[src/include/lsu_defs.svh]
`ifndef LSU_DEFS_SVH
`define LSU_DEFS_SVH

// datapath and address width
`define LSU_XLEN        32

// memory model depth in words, a power of two
`define LSU_MEM_WORDS   256

// op_type field of the control word
`define LSU_TYPE_MEM    4'd5
`define LSU_TYPE_ATOM   4'd6
`define LSU_TYPE_IBAR   4'd9

// subtypes of LSU_TYPE_MEM
`define LSU_SUB_LDB     5'd0
`define LSU_SUB_LDH     5'd1
`define LSU_SUB_LDW     5'd2
`define LSU_SUB_STB     5'd3
`define LSU_SUB_STH     5'd4
`define LSU_SUB_STW     5'd5
`define LSU_SUB_LDBU    5'd6
`define LSU_SUB_LDHU    5'd7
`define LSU_SUB_CACOP   5'd8

// subtypes of LSU_TYPE_ATOM
`define LSU_SUB_LL      5'd11
`define LSU_SUB_SC      5'd12

// cacop target, low bits of excp_arg
`define LSU_CACOP_ICACHE 3'd0
`define LSU_CACOP_DCACHE 3'd1
`define LSU_CACOP_L2     3'd2

`endif

[src/logic/lsu_ctl_pkg.sv]
package lsu_ctl_pkg;

    // decoded control word as it leaves the decode stage
    typedef struct packed {
        logic [2:0]  rsvd_hi;   // bits 31:29
        logic        atom_hint; // bit 28
        logic [15:0] rsvd_mid;  // bits 27:12
        logic [4:0]  sub;       // subtype
        logic        rsvd_lo;   // bit 6
        logic        is_store;  // bit 5
        logic        is_load;   // bit 4
        logic [3:0]  op_type;   // bits 3:0
    } lsu_ctl_t;

    // cacop view of the opcode word
    typedef struct packed {
        logic        op_flag;   // always zero for cacop
        logic [14:0] rsvd;
        logic [15:0] arg;       // excp_arg passed through
    } cacop_word_t;

    // barrier view of the opcode word
    typedef struct packed {
        logic        barrier;   // set for ibar
        logic [30:0] rsvd;
    } ibar_word_t;

    // one opcode word, layout depends on the operation
    typedef union packed {
        cacop_word_t cacop;
        ibar_word_t  ibar;
    } cache_op_u;

endpackage

[src/logic/lsu_mem_pkg.sv]
`include "lsu_defs.svh"

package lsu_mem_pkg;

    // request toward the data cache
    typedef struct packed {
        logic [`LSU_XLEN-1:0] addr;
        logic [`LSU_XLEN-1:0] wdata;     // already in lane position
        logic [3:0]           wstrb;
        logic [1:0]           size;      // 0 byte, 1 half, 2 word
        logic                 is_write;
        logic                 valid;
    } mem_req_t;

    // what the load formatter needs to know about a load
    typedef struct packed {
        logic [1:0] offset;    // low address bits
        logic [1:0] size;
        logic       is_signed;
        logic       is_load;
    } load_desc_t;

    // cache maintenance and barrier signals
    typedef struct packed {
        lsu_ctl_pkg::cache_op_u opcode;
        logic                   icache_op;
        logic                   dcache_op;
        logic                   l2cache_op;
        logic                   ifcacop_ibar;
    } cache_op_t;

endpackage

[src/logic/load_align.sv]
`timescale 1ns/1ps
`include "lsu_defs.svh"

module load_align (
    input  logic                    clk,
    input  logic                    rst_n,
    input  logic                    in_valid,
    input  lsu_mem_pkg::load_desc_t ld_desc,
    input  logic [`LSU_XLEN-1:0]    rdata,
    output logic                    ld_valid,
    output logic [`LSU_XLEN-1:0]    ld_data
);

    import lsu_mem_pkg::*;

    load_desc_t           desc_q;
    logic [`LSU_XLEN-1:0] shifted;
    logic                 bad_half;

    always_ff @(posedge clk) begin
        if (!rst_n) begin
            ld_valid <= 1'b0;
        end else begin
            ld_valid <= in_valid & ld_desc.is_load; // one cycle per load
        end
    end

    always_ff @(posedge clk) begin
        if (in_valid && ld_desc.is_load) begin
            desc_q <= ld_desc;
        end
    end

    assign shifted  = rdata >> {desc_q.offset, 3'b000};
    assign bad_half = (desc_q.size == 2'd1) && desc_q.offset[0];

    always_comb begin
        case (desc_q.size)
            2'd0: ld_data = {{(`LSU_XLEN-8){desc_q.is_signed & shifted[7]}}, shifted[7:0]};
            2'd1: begin
                if (bad_half) begin
                    ld_data = '0;                       // misaligned half reads as zero
                end else begin
                    ld_data = {{(`LSU_XLEN-16){desc_q.is_signed & shifted[15]}},
                               shifted[15:0]};
                end
            end
            default: ld_data = rdata;
        endcase
    end

endmodule

[config.mk]
export PLATFORM = sky130hd
export DESIGN_NAME = load_align
export DESIGN_NICKNAME = d
export VERILOG_FILES = /design/src/logic/lsu_ctl_pkg.sv /design/src/logic/lsu_mem_pkg.sv /design/src/logic/load_align.sv
export VERILOG_INCLUDE_DIRS = /design/src /design/src/include
export SDC_FILE = /design/constraint.sdc
export NUM_CORES = 1
export LEC_CHECK = 0
export ABC_AREA = 1
export BUFFER_PORTS_ARGS = -buffer_cell sky130_fd_sc_hd__buf_2
export CAP_MARGIN = 20
export CORE_AREA = 2 2 54 56
export DETAILED_ROUTE_END_ITERATION = 10
export DIE_AREA = 0 0 56 58
export MAX_ROUTING_LAYER = met4
export PLACE_DENSITY = 0.81
export SLEW_MARGIN = 0
export SYNTH_ARGS = -nofsm -noshare
export SYNTH_HDL_FRONTEND = slang
export SYNTH_SLANG_ARGS = --single-unit
[constraint.sdc]
create_clock -name clk -period 1.4 [get_ports clk]
set_clock_uncertainty 0.05 [all_clocks]
set_input_delay 0 -clock clk [delete_from_list [all_inputs] [get_ports clk]]
set_output_delay 0 -clock clk [all_outputs]
set_load 0.005 [all_outputs]
==> metrics.md <==
| Metric | Value |
|---|---|
| CP Capture Type | primary output |
| Vias in the first global route | 1,471 |
| DR vias/cell | 5.14 |
| Fin util | 0.730 |
| Worst vdd ir | 0.618 mV |
| Crit start category | flop |
| Die height | 58 µm |
| Share of layout cells above drive strength 1 | 0.477 |
| WL/cell | 13.4 µm |
| Synth Area in XOR/XNOR | 0 |
| Gate power share | 0.611 |
| Number of port buffers | 73 |
| Total GRT Usage | 0.252 |
| Period utilization | 1.21 |
| Netlist cell types | 18 |
| Syn Area/Cell | 5.07 µm² |
| Post-Syn Area | 1070 µm² |
| Max cap viols | 0 |
| Buf/Inv on CP | 2 |
| Hold WC Path Type | input port to flop |
| Final hold vios | 0 |
| Crit path largest cell delay | 470 ps |
| Area share of the largest cell type after synthesis | 0.375 |
| Final WS setup | -292 ps |
| Critical-path cell with the highest stage delay | edfxtp_1 |
| Post-Place Worst Slack | -45.4 ps |
| Worst-Margin Slew | 276 ps |
| WP data arrival | 1640 ps |
| Power per standard cell area | 522 nW/µm² |
| DR pass1 iterations | 5 |
| Final WL | 4.48 mm |
| Syn-to-layout area delta | 81.8% |
| # clock sinks | 6 |
| Initial antenna violation count | 0 |
| RSZ-0062 raised after global routing | yes |
| Synth Area in Adders | 0 |
| Seq/Total Area, Yosys | 0.159 |
| Critical path class | flop to primary output |
| Warnings, synthesis | 0 |
| Synth Area in Simple Gates | 0.557 |
| Clk slew on worst S/H paths | 50 ps |
| Outcome | finished with violations |
| P_sw | 412 µW |
| Max Slew Vio Count | 0 |
| H-tree depth | 1 |
| Largest family of logic cells by synthesized area | simple AND/OR/NAND/NOR gates |
| Die area | 3250 µm² |
| DRT antenna net count | 0 |
| Root Driver | clkbuf_4 |
| CP Cell Sequence | buf_6 > nor3b_4 > nand2_2 > nand2_4 > nand2_8 > nand2_2 > buf_2 |
| First-iteration detailed-routing DRC count | 112 |
| CTS tree | done |
| Residual DRC | 0 |
| Lkg Pwr | 0.00121 µW |
| Io pins | 74 |
| Fillers | 202 |
| Flop pwr share | 0.217 |
| # setup viols final | 32 |
| Post-synthesis mux area share | 0 |
| Synth Net Count | 252 |
| FP Rows | 19 |
| Placer Congestion | 0.876 |
| CP most frequent cell | nand2_2 |
| Sw Ratio | 0.406 |
| Most common cell after layout, fill and taps aside | nand2_1 |
| HPWL after detailed placement | 2.64 mm |
| First-pass GRT wire length | 6.39 mm |
| Ranking of synthesized cells by area | nand2_1, edfxtp_1, nand3_1 |
| Synthesized instance count | 211 |
| ANT cells | 0 |
| TritonCTS buffer count | 3 |
| Width of the die | 56 µm |
| Yosys reg bits | 6 |
| Initial core utilization | 0.402 |
| Pin count of the biggest net entering global routing | 25 |
| Synth Area in Compound Gates | 0.136 |
| Via count | 1,721 |
| Pint | 602 µW |
| Min Tclk post-route | 1690 ps |
| Crit Path Max Fanout | 8 |
| Delay-heaviest family, CP | simple AND/OR/NAND/NOR gates |
| Final Net Count | 346 |
| Core Area | 2660 µm² |
| Grt ovf | 0 |
| Most frequent cells in the layout | nand2_1, buf_2, inv_1 |
| Critical Path RT | 1350 ps |
| Max Freq | 0.591 GHz |
| Clock buffer depth | 2 |
| Max_slew headroom | 0.814 |
| Post-synth top area cell | nand2_1 |
| Clock network power share | 0.171 |
| Failing checks | negative setup slack |
-- sequential cells by signal, indices dropped and copies added (netlist names) --
register and flops:
desc_q 5, ld_valid 1
-- layer usage --
layer | wire [µm] | vias up | global-route usage
met1 | 1660 | 749 | 0.297
met3 | 409 | 12 | 0.0201
met4 | 112 | 0 | 0.0918
met5 | 0 | - | -
li1 | - | 851 | -
met2 | 2290 | 109 | 0.450
-- cell type report --
cell class                 instances  area [µm²]  share of cell area
multi-input combinational        171         955               0.491
clock buffer                       4        26.3              0.0135
sequential                         6         170              0.0875
tap                               31        38.8              0.0199
timing repair buffer             102         673               0.346
inverter                          21        81.3              0.0418
-- repair_timing --
| item | CTS | global route |
|---|---|---|
| pin swaps | 3 | 16 |
| cloned | 1 | 1 |
| hold buffers | 7 | 0 |
| setup endpoints to repair | 32 | 32 |
| endpoints found under the hold margin | 6 | 0 |
| resized for setup | 15 | 52 |
| buffers inserted | 6 | 4 |
-- stage by stage --
step           area [µm²]  hold slack (ps)  cells  setup TNS, ps  total power, µW
5_1_grt              1940              185    335         -10220             1080
3_5_place_dp         1490              129    312           -354              675
3_3_place_gp         1490              127    312              0              669
6_report             1940              176    335          -7980             1010
2_1_floorplan        1070             47.3    211              0              474
4_1_cts              1700              144    330          -6350              911
-- power by group through the flow --
| stage | registers (µW) | logic, µW | clock network [µW] |
|---|---|---|---|
| CTS | 219 | 509 | 183 |
| finish | 220 | 620 | 174 |
| detailed placement | 222 | 453 | 0 |
| global placement | 221 | 448 | 0 |
| floorplan | 213 | 261 | 0 |
| global route | 222 | 677 | 185 |
-- cells in the mapped netlist (all sizes together) --
cell type / count
buf: 9
clkbuf: 5
edfxtp: 5
inv: 21
o21ai: 14
nor3b: 1
nor2: 2
nor3: 1
a21oi: 15
nand3: 28
dfxtp: 1
nand2: 109
-- tightest hold or removal path, delay by kind of cell --
family | cells | cell delay [ps]
buffers and inverters | 2 | 250
AND/OR/NAND/NOR | 1 | 60
-- logic make-up after synthesis --
kind of cell,Yosys count
buffers and inverters,35
and+or+nand+nor,141
DFF,6
AOI/OAI and AO/OA,29
-- final timing paths --
kind | start | to | slack, ps | cells after the start
worst max-delay path | desc_q[4]$_DFFE_PP_ | ld_data[31] | -290 | 7
worst min-delay path | ld_desc[0] | desc_q[1]$_DFFE_PP_ | 180 | 3
(Power assumes the default switching activity.)
