<file path="src/include/lsu_defs.svh">
`ifndef LSU_DEFS_SVH
`define LSU_DEFS_SVH

// datapath and address width
`define LSU_XLEN        32

// memory model depth in words, a power of two
`define LSU_MEM_WORDS   256

// op_type field of the control word
`define LSU_TYPE_MEM    4'd5
`define LSU_TYPE_ATOM   4'd6
`define LSU_TYPE_IBAR   4'd9

// subtypes of LSU_TYPE_MEM
`define LSU_SUB_LDB     5'd0
`define LSU_SUB_LDH     5'd1
`define LSU_SUB_LDW     5'd2
`define LSU_SUB_STB     5'd3
`define LSU_SUB_STH     5'd4
`define LSU_SUB_STW     5'd5
`define LSU_SUB_LDBU    5'd6
`define LSU_SUB_LDHU    5'd7
`define LSU_SUB_CACOP   5'd8

// subtypes of LSU_TYPE_ATOM
`define LSU_SUB_LL      5'd11
`define LSU_SUB_SC      5'd12

// cacop target, low bits of excp_arg
`define LSU_CACOP_ICACHE 3'd0
`define LSU_CACOP_DCACHE 3'd1
`define LSU_CACOP_L2     3'd2

`endif

</file>
<file path="src/logic/lsu_ctl_pkg.sv">
package lsu_ctl_pkg;

    // decoded control word as it leaves the decode stage
    typedef struct packed {
        logic [2:0]  rsvd_hi;   // bits 31:29
        logic        atom_hint; // bit 28
        logic [15:0] rsvd_mid;  // bits 27:12
        logic [4:0]  sub;       // subtype
        logic        rsvd_lo;   // bit 6
        logic        is_store;  // bit 5
        logic        is_load;   // bit 4
        logic [3:0]  op_type;   // bits 3:0
    } lsu_ctl_t;

    // cacop view of the opcode word
    typedef struct packed {
        logic        op_flag;   // always zero for cacop
        logic [14:0] rsvd;
        logic [15:0] arg;       // excp_arg passed through
    } cacop_word_t;

    // barrier view of the opcode word
    typedef struct packed {
        logic        barrier;   // set for ibar
        logic [30:0] rsvd;
    } ibar_word_t;

    // one opcode word, layout depends on the operation
    typedef union packed {
        cacop_word_t cacop;
        ibar_word_t  ibar;
    } cache_op_u;

endpackage

</file>
<file path="src/logic/lsu_mem_pkg.sv">
`include "lsu_defs.svh"

package lsu_mem_pkg;

    // request toward the data cache
    typedef struct packed {
        logic [`LSU_XLEN-1:0] addr;
        logic [`LSU_XLEN-1:0] wdata;     // already in lane position
        logic [3:0]           wstrb;
        logic [1:0]           size;      // 0 byte, 1 half, 2 word
        logic                 is_write;
        logic                 valid;
    } mem_req_t;

    // what the load formatter needs to know about a load
    typedef struct packed {
        logic [1:0] offset;    // low address bits
        logic [1:0] size;
        logic       is_signed;
        logic       is_load;
    } load_desc_t;

    // cache maintenance and barrier signals
    typedef struct packed {
        lsu_ctl_pkg::cache_op_u opcode;
        logic                   icache_op;
        logic                   dcache_op;
        logic                   l2cache_op;
        logic                   ifcacop_ibar;
    } cache_op_t;

endpackage

</file>
<file path="src/logic/cache_ctr.sv">
`timescale 1ns/1ps
`include "lsu_defs.svh"

module cache_ctr (
    input  logic                    stall,
    input  lsu_ctl_pkg::lsu_ctl_t   ctr,
    input  logic [`LSU_XLEN-1:0]    rrj,
    input  logic [`LSU_XLEN-1:0]    imm,
    input  logic [`LSU_XLEN-1:0]    rrd,
    input  logic [15:0]             excp_arg,
    output lsu_mem_pkg::mem_req_t   req,
    output lsu_mem_pkg::load_desc_t ld_desc,
    output lsu_mem_pkg::cache_op_t  cop_sig,
    output logic                    mmu_valid
);

    logic [`LSU_XLEN-1:0] addr;
    logic [1:0]           ofs;
    logic [4:0]           lane_sh;
    logic [3:0]           byte_strb;
    logic [3:0]           half_strb;
    logic                 half_ok;

    assign addr      = rrj + imm;
    assign ofs       = addr[1:0];
    assign lane_sh   = {ofs, 3'b000};       // byte offset in bits
    assign byte_strb = 4'b0001 << ofs;
    assign half_ok   = ~ofs[0];
    assign half_strb = half_ok ? (4'b0011 << ofs) : 4'b0000; // odd half gets no lanes

    always_comb begin
        req               = '0;
        req.addr          = addr;
        req.is_write      = ctr.is_store;
        req.valid         = ctr.is_store | ctr.is_load | ctr.atom_hint;
        ld_desc           = '0;
        ld_desc.offset    = ofs;
        cop_sig           = '0;
        mmu_valid         = ctr.is_store | ctr.is_load
                          | (ctr.atom_hint & (excp_arg[4:3] == 2'd2));
        if (ctr.op_type == `LSU_TYPE_MEM) begin
            case (ctr.sub)
                `LSU_SUB_LDB, `LSU_SUB_LDBU: begin
                    req.wstrb         = byte_strb;
                    ld_desc.is_load   = 1'b1;
                    ld_desc.is_signed = (ctr.sub == `LSU_SUB_LDB);
                end
                `LSU_SUB_LDH, `LSU_SUB_LDHU: begin
                    req.wstrb         = half_strb;
                    req.size          = 2'd1;
                    ld_desc.is_load   = 1'b1;
                    ld_desc.is_signed = (ctr.sub == `LSU_SUB_LDH);
                end
                `LSU_SUB_LDW: begin
                    req.wstrb         = 4'b1111;
                    req.size          = 2'd2;
                    ld_desc.is_load   = 1'b1;
                end
                `LSU_SUB_STB: begin
                    req.wstrb = byte_strb;
                    req.wdata = {24'b0, rrd[7:0]} << lane_sh;
                end
                `LSU_SUB_STH: begin
                    req.wstrb = half_strb;
                    req.size  = 2'd1;
                    req.wdata = half_ok ? ({16'b0, rrd[15:0]} << lane_sh) : '0;
                end
                `LSU_SUB_STW: begin
                    req.wstrb = 4'b1111;
                    req.size  = 2'd2;
                    req.wdata = rrd;
                end
                `LSU_SUB_CACOP: begin
                    case (excp_arg[2:0])
                        `LSU_CACOP_ICACHE: cop_sig.icache_op  = 1'b1;
                        `LSU_CACOP_DCACHE: cop_sig.dcache_op  = 1'b1;
                        `LSU_CACOP_L2:     cop_sig.l2cache_op = 1'b1;
                        default: ;                              // unknown target, no flag
                    endcase
                    cop_sig.opcode.cacop.op_flag = 1'b0;
                    cop_sig.opcode.cacop.arg     = excp_arg;
                    cop_sig.ifcacop_ibar         = ~stall;
                end
                default: ;
            endcase
        end else if (ctr.op_type == `LSU_TYPE_ATOM) begin
            case (ctr.sub)
                `LSU_SUB_LL: begin
                    req.wstrb       = 4'b1111;
                    req.size        = 2'd2;
                    ld_desc.is_load = 1'b1;
                end
                `LSU_SUB_SC: begin                      // no reservation check
                    req.wstrb = 4'b1111;
                    req.size  = 2'd2;
                    req.wdata = rrd;
                end
                default: ;
            endcase
        end else if (ctr.op_type == `LSU_TYPE_IBAR) begin
            cop_sig.opcode.ibar.barrier = 1'b1;
            cop_sig.icache_op           = 1'b1;
            cop_sig.ifcacop_ibar        = 1'b1;
        end
        ld_desc.size = req.size;
    end

endmodule

</file>
<file path="config.mk">
export PLATFORM = sky130hd
export DESIGN_NAME = cache_ctr
export DESIGN_NICKNAME = d
export VERILOG_FILES = /design/src/logic/lsu_ctl_pkg.sv /design/src/logic/lsu_mem_pkg.sv /design/src/logic/cache_ctr.sv
export VERILOG_INCLUDE_DIRS = /design/src /design/src/include
export SDC_FILE = /design/constraint.sdc
export NUM_CORES = 1
export LEC_CHECK = 0
export ABC_AREA = 1
export BUFFER_PORTS_ARGS = -buffer_cell sky130_fd_sc_hd__buf_2
export CORE_AREA = 2 2 101 103
export DETAILED_ROUTE_END_ITERATION = 8
export DIE_AREA = 0 0 103 105
export GPL_TIMING_DRIVEN = 0
export PLACE_DENSITY = 0.73
export SLEW_MARGIN = 10
export SYNTH_ARGS = -nofsm -noshare
export SYNTH_HDL_FRONTEND = slang
export SYNTH_SLANG_ARGS = --single-unit
export TNS_END_PERCENT = 1
</file>
<file path="constraint.sdc">
create_clock -name vclk -period 3.12
set_input_delay 0.468 -clock vclk [all_inputs]
set_output_delay 0.468 -clock vclk [all_outputs]
set_load 0.005 [all_outputs]
</file>
==> flow_metrics.py, run 1 <==
metrics = {
    "status": {
        "status": "finished clean",
    },
    "synth": {
        "synth_area_leader_cell": "nand2_1",
        "synth.area.top_cells": "nand2_1 (34%), inv_1 (15%), ha_1 (10%)",
        "postSynthCellCount": 779,
        "synth_area_sq_mm": 0.00372,
        "ys_warn_count": 0,
        "ys_seq_area_frac": 0,
        "synth_top_area_frac": 0.339,
        "netlist-cell-type-count": 37,
        "syn_avg_cell_area_sq_um": 4.78,
    },
    "timing": {
        "maxSlewViolCount": 0,
        "setup_viol": 0,
        "rsz0062_at_grt": "yes",
        "fin_crit_sh": 0.948,
        "holdWs_ns": 1.19,
        "fmax_ghz": 0.338,
        "min_period_ns": 2.96,
        "fin_setup_tns_ns": 0,
        "hold_viol_final": 0,
    },
    "final_layout": {
        "drive_gt1_frac": 0.275,
        "seqCellArea_sq_um": 0,
        "n_clock_buffer": 0,
        "final_net_count": 1197,
        "final_util": 0.528,
        "flops_and_latches": 0,
        "synthToLayoutAreaGrowth_pct": 36.6,
    },
    "global_routing": {
        "antenna_found_initial": 4,
        "grt_usage": 0.242,
        "overflow": 0,
        "grt_max_degree": 12,
        "grt_pass1_vias": 4738,
        "grt_pass1_wl_um": 21600,
    },
    "detailed_routing": {
        "vias": 5299,
        "totalWireLength_um": 13900,
        "wl_per_cell_um": 12.1,
        "drtIter0Drc": 160,
        "viasPerCell": 4.59,
        "ant_nets": 0,
        "drcViolationCount": 0,
        "firstDrtPassIters": 5,
    },
    "worst_setup_path": {
        "critPathArrivalTime_ns": 2.49,
        "crit_path_end_kind": "primary output",
        "start_kind": "primary input",
        "path_class": "primary input to primary output",
        "crit_fanout": 11,
        "cp.required_ns": 2.65,
    },
    "power": {
        "ir_drop_mv": 0.0846,
        "leakagePower_nw": 3.58,
        "power_mw": 0.731,
        "power_density_mw_per_mm2": 144,
    },
    "floorplan": {
        "core-area_sq_mm": 0.00964,
        "io_pins": 260,
        "row_count": 36,
        "dieArea_sq_mm": 0.0108,
        "die_w_um": 103,
        "start_util": 0.386,
        "die_y_um": 105,
    },
    "placement": {
        "hpwlAfterDp_um": 12500,
        "gp_congestion": 0.937,
        "port_buffers": 225,
    },
    "flow_run": {
        "maxCapViolations": 0,
    },
    "hold_path": {
        "hold_class": "primary input to primary output",
    },
    "clock_tree": {
        "post_cts_buffers": 0,
    },
}
-- worst max-delay path, stage by stage --
cell	delay [ns]
buf_2	0.10
ha_1	0.24
inv_1	0.08
fa_1	0.49
inv_2	0.22
nor2_1	0.11
a21oi_2	0.22
inv_1	0.06
nand3_1	0.06
nand2_1	0.14
nand2_1	0.11
nand2_1	0.06
buf_2	0.13
-- layout make-up --
cell class / count / area, sq um
fill: 1142 / 4550
multi-input combinational: 609 / 2980
timing repair buffer: 225 / 1130
inverter: 156 / 593
buffer: 28 / 213
tap: 133 / 166
antenna: 3 / 7.51
-- Yosys cell counts --
library cell and number:
o211ai_1 1, a21oi_1 25, buf_8 1, a21boi_1 7
o21ai_4 1, clkinv_1 1, inv_4 1, nand3_1 57
nor2_4 3, o21ai_0 14, buf_4 20, xnor2_1 3
inv_1 145, a21o_1 1, nand3_4 2, nor4_1 2
clkbuf_2 1, or2_2 1, ha_1 31, nand2_4 3
nor3_1 8, inv_6 1, buf_2 4, buf_6 2
o311ai_0 1, nand2_1 336, conb_1 1, o21ai_1 1
nand4_1 10, nor2_1 64, nor3_2 1, xor2_1 12
o31ai_1 2, nor2_2 4, inv_2 8, fa_1 1
o21bai_1 3
-- what timing repair did --
action | CTS | global route
hold buffers | 0 | 0
resized for setup | 0 | 3
endpoints found under the setup margin | 0 | 8
-- placed cells by master (no fill, tap or decap), types with 2 or more instances in the layout --
cell type and n:
o31ai_1 2, o21bai_1 3, buf_4 20, nand3_1 57, xnor2_1 3, inv_1 145, nand3_4 2, nand2_4 3
nor4_1 2, nand4_1 10, buf_6 2, nand2_1 336, inv_2 8, ha_1 31, diode_2 3, nor3_1 8
buf_2 229, o21ai_0 14, a21oi_1 24, nor2_2 4, nor2_4 4, xor2_1 12, nor2_1 63, conb_1 15
a21boi_1 7
-- power by group --
| group | switching [mW] | internal, mW |
|---|---|---|
| clock | 0 | 0.000000129 |
| sequential | 0 | 0 |
| combinational | 0.432 | 0.299 |
| total | 0.432 | 0.299 |
-- routing by layer --
metal / track usage / vias up / part of all wire
met5: 0 / - / 0.0011
met4: 0.0498 / 2 / 0.022
met3: 0.0254 / 22 / 0.066
met2: 0.460 / 181 / 0.50
met1: 0.285 / 2267 / 0.41
li1: - / 2827 / -
-- final timing paths --
kind	start	end	slack [ns]	depth (start not counted)
max	rrj[0]	req[21]	0.16	13
min	stall	cop_sig[0]	1.19	3
-- kinds of logic (layout without fill, tap and decap cells) --
group                      Yosys count  count (layout)  synth area share
other                                1              18           0.00101
buffers and inverters              184             409             0.216
xor gates and xnor gates            15              15            0.0353
AOI/OAI and AO/OA                   56              56            0.0887
adders and majority gates           32              32             0.110
and+or+nand+nor                    491             491             0.549
-- through the flow --
step | instances | cell area [sq um] | setup slack, ns
after floorplan | 793 | 3780 | 0.704
after global placement | 1151 | 5070 | 0.131
after detailed placement | 1151 | 5070 | 0.135
after CTS | 1151 | 5070 | 0.126
after global routing | 1154 | 5090 | 0.00980
final | 1154 | 5090 | 0.162
No activity file was read; power rests on OpenSTA's default activity.
==> inputs of run 2 (changes only) <==
==> constraint.sdc (replaced) <==
create_clock -name vclk -period 3
set_input_delay 0.45 -clock vclk [all_inputs]
set_output_delay 0.45 -clock vclk [all_outputs]
set_load 0.005 [all_outputs]
==> run 2 against run 1 <==
Effect of this change:
- via count shrank 0.40%
- power grew 4.5%
- clock-buffer cell count unchanged
- global-route usage stayed put
- routed wire length is essentially flat
- die area did not move
- final cell count did not move
- critical path depth is the same
- core utilization up 0.052 points
- sequential share of layout area unchanged
- worst hold slack worse by 0.036 ns
- critical endpoint unchanged
- largest power group unchanged
==> flow_metrics.py, run 2 (synthesis results as in run 1) <==
metrics = {
    "status": {
        "status": "finished clean",
    },
    "floorplan": {
        "row_count": 36,
        "core-area_sq_mm": 0.00964,
        "dieArea_sq_mm": 0.0108,
        "start_util": 0.386,
        "io_pins": 260,
        "die_w_um": 103,
        "die_y_um": 105,
    },
    "final_layout": {
        "layout_common_cells": "nand2_1 (336), buf_2 (229), inv_1 (144), nor2_1 (62), nand3_1 (57)",
        "n_clock_buffer": 0,
        "drive_gt1_frac": 0.277,
        "seqCellArea_sq_um": 0,
        "synthToLayoutAreaGrowth_pct": 36.7,
        "flops_and_latches": 0,
        "final_util": 0.528,
        "n_fill_cell": 1140,
        "final_net_count": 1197,
        "mostFrequentLayoutCell": "nand2_1",
        "design_area_sq_mm": 0.00509,
    },
    "timing": {
        "rsz0062_at_grt": "no",
        "fin_setup_tns_ns": 0,
        "fin_ws_ns": 0.142,
        "fin_crit_sh": 0.953,
        "min_period_ns": 2.86,
        "hold_viol_final": 0,
        "setup_viol": 0,
        "fmax_ghz": 0.350,
        "maxSlewViolCount": 0,
    },
    "detailed_routing": {
        "totalWireLength_um": 13900,
        "viasPerCell": 4.57,
        "drcViolationCount": 0,
        "ant_nets": 0,
        "wl_per_cell_um": 12.1,
        "vias": 5278,
        "drtIter0Drc": 150,
        "firstDrtPassIters": 4,
    },
    "placement": {
        "port_buffers": 225,
        "placed_area_sq_mm": 0.00507,
        "gp_congestion": 0.937,
        "hpwlAfterDp_um": 12500,
        "post-place-ws_ns": 0.0506,
    },
    "power": {
        "ir_drop_mv": 0.0881,
        "power_mw": 0.763,
        "leakagePower_nw": 3.58,
        "seqPwrFrac": 0,
        "pwr-share-comb": 1.000,
        "clkPwrFrac": 0,
        "p_int_mw": 0.312,
        "power.switching_mw": 0.451,
        "power_density_mw_per_mm2": 150,
        "swShare": 0.591,
    },
    "worst_setup_path": {
        "cp.required_ns": 2.55,
        "critPathArrivalTime_ns": 2.41,
        "start_kind": "primary input",
        "path_class": "primary input to primary output",
        "crit_fanout": 11,
        "worstSetupStartpoint": "rrj[0]",
        "crit_path_end_kind": "primary output",
    },
    "global_routing": {
        "grt_pass1_wl_um": 21600,
        "grt_max_degree": 12,
        "grt_pass1_vias": 4738,
        "antenna_found_initial": 4,
        "grt_usage": 0.242,
        "overflow": 0,
    },
    "clock_tree": {
        "postCtsHoldBufs": 0,
        "post_cts_buffers": 0,
    },
    "flow_run": {
        "maxCapViolations": 0,
    },
    "hold_path": {
        "min_from": "stall",
        "hold_class": "primary input to primary output",
    },
}
==> run 2: cell count changes in the layout (fill, tap and decap cells not counted) <==
cell | before | now
inv_4 | 1 | 2
nor2_2 | 4 | 5
nor2_1 | 63 | 62
inv_1 | 145 | 144
==> run 2: power by group through the flow <==
stage,combinational (mW),sequential (mW),clock (mW)
4_1_cts,0.757,0,0
6_report,0.763,0,0.000000134
5_1_grt,0.865,0,0.000000134
2_1_floorplan,0.460,0,0
3_3_place_gp,0.747,0,0
3_5_place_dp,0.752,0,0
==> run 2: path summary, 6_finish.rpt <==
| kind | endpoint | cells past startpoint |
|---|---|---|
| setup / recovery | req[21] | 13 |
| hold / removal | cop_sig[0] | 3 |
==> run 2: critical path, stage by stage <==
cell,delay (ns)
buf_2,0.10
ha_1,0.24
inv_1,0.08
fa_1,0.51
inv_4,0.18
nor2_2,0.07
a21oi_2,0.22
inv_1,0.06
nand3_1,0.06
nand2_1,0.14
nand2_1,0.11
nand2_1,0.06
buf_2,0.13
==> run 2: timing repair <==
item	CTS	global route
endpoints found under the setup margin	0	10
gates resized for setup	0	6
endpoints found under the hold margin	0	0
==> run 2: layout make-up <==
| cell class | instances | area [sq um] | area share |
|---|---|---|---|
| Buffer | 28 | 213 | 0.0418 |
| Inverter | 156 | 596 | 0.117 |
| Multi-Input combinational cell | 609 | 2990 | 0.586 |
| Antenna cell | 3 | 7.51 | 0.00147 |
| Tap cell | 133 | 166 | 0.0327 |
| Timing Repair Buffer | 225 | 1130 | 0.221 |
==> run 2: metrics by stage <==
stage,hold slack (ns),std cells
2_1_floorplan,0.935,793
3_3_place_gp,1.15,1151
3_5_place_dp,1.16,1151
4_1_cts,1.16,1151
5_1_grt,1.17,1154
6_report,1.15,1154
==> run 2: routing by layer <==
layer	up-vias	global-route usage	share of wire
met3	20	0.0254	0.064
met4	2	0.0498	0.020
met2	175	0.460	0.50
li1	2827	-	-
met5	-	0	0.0011
met1	2254	0.285	0.41
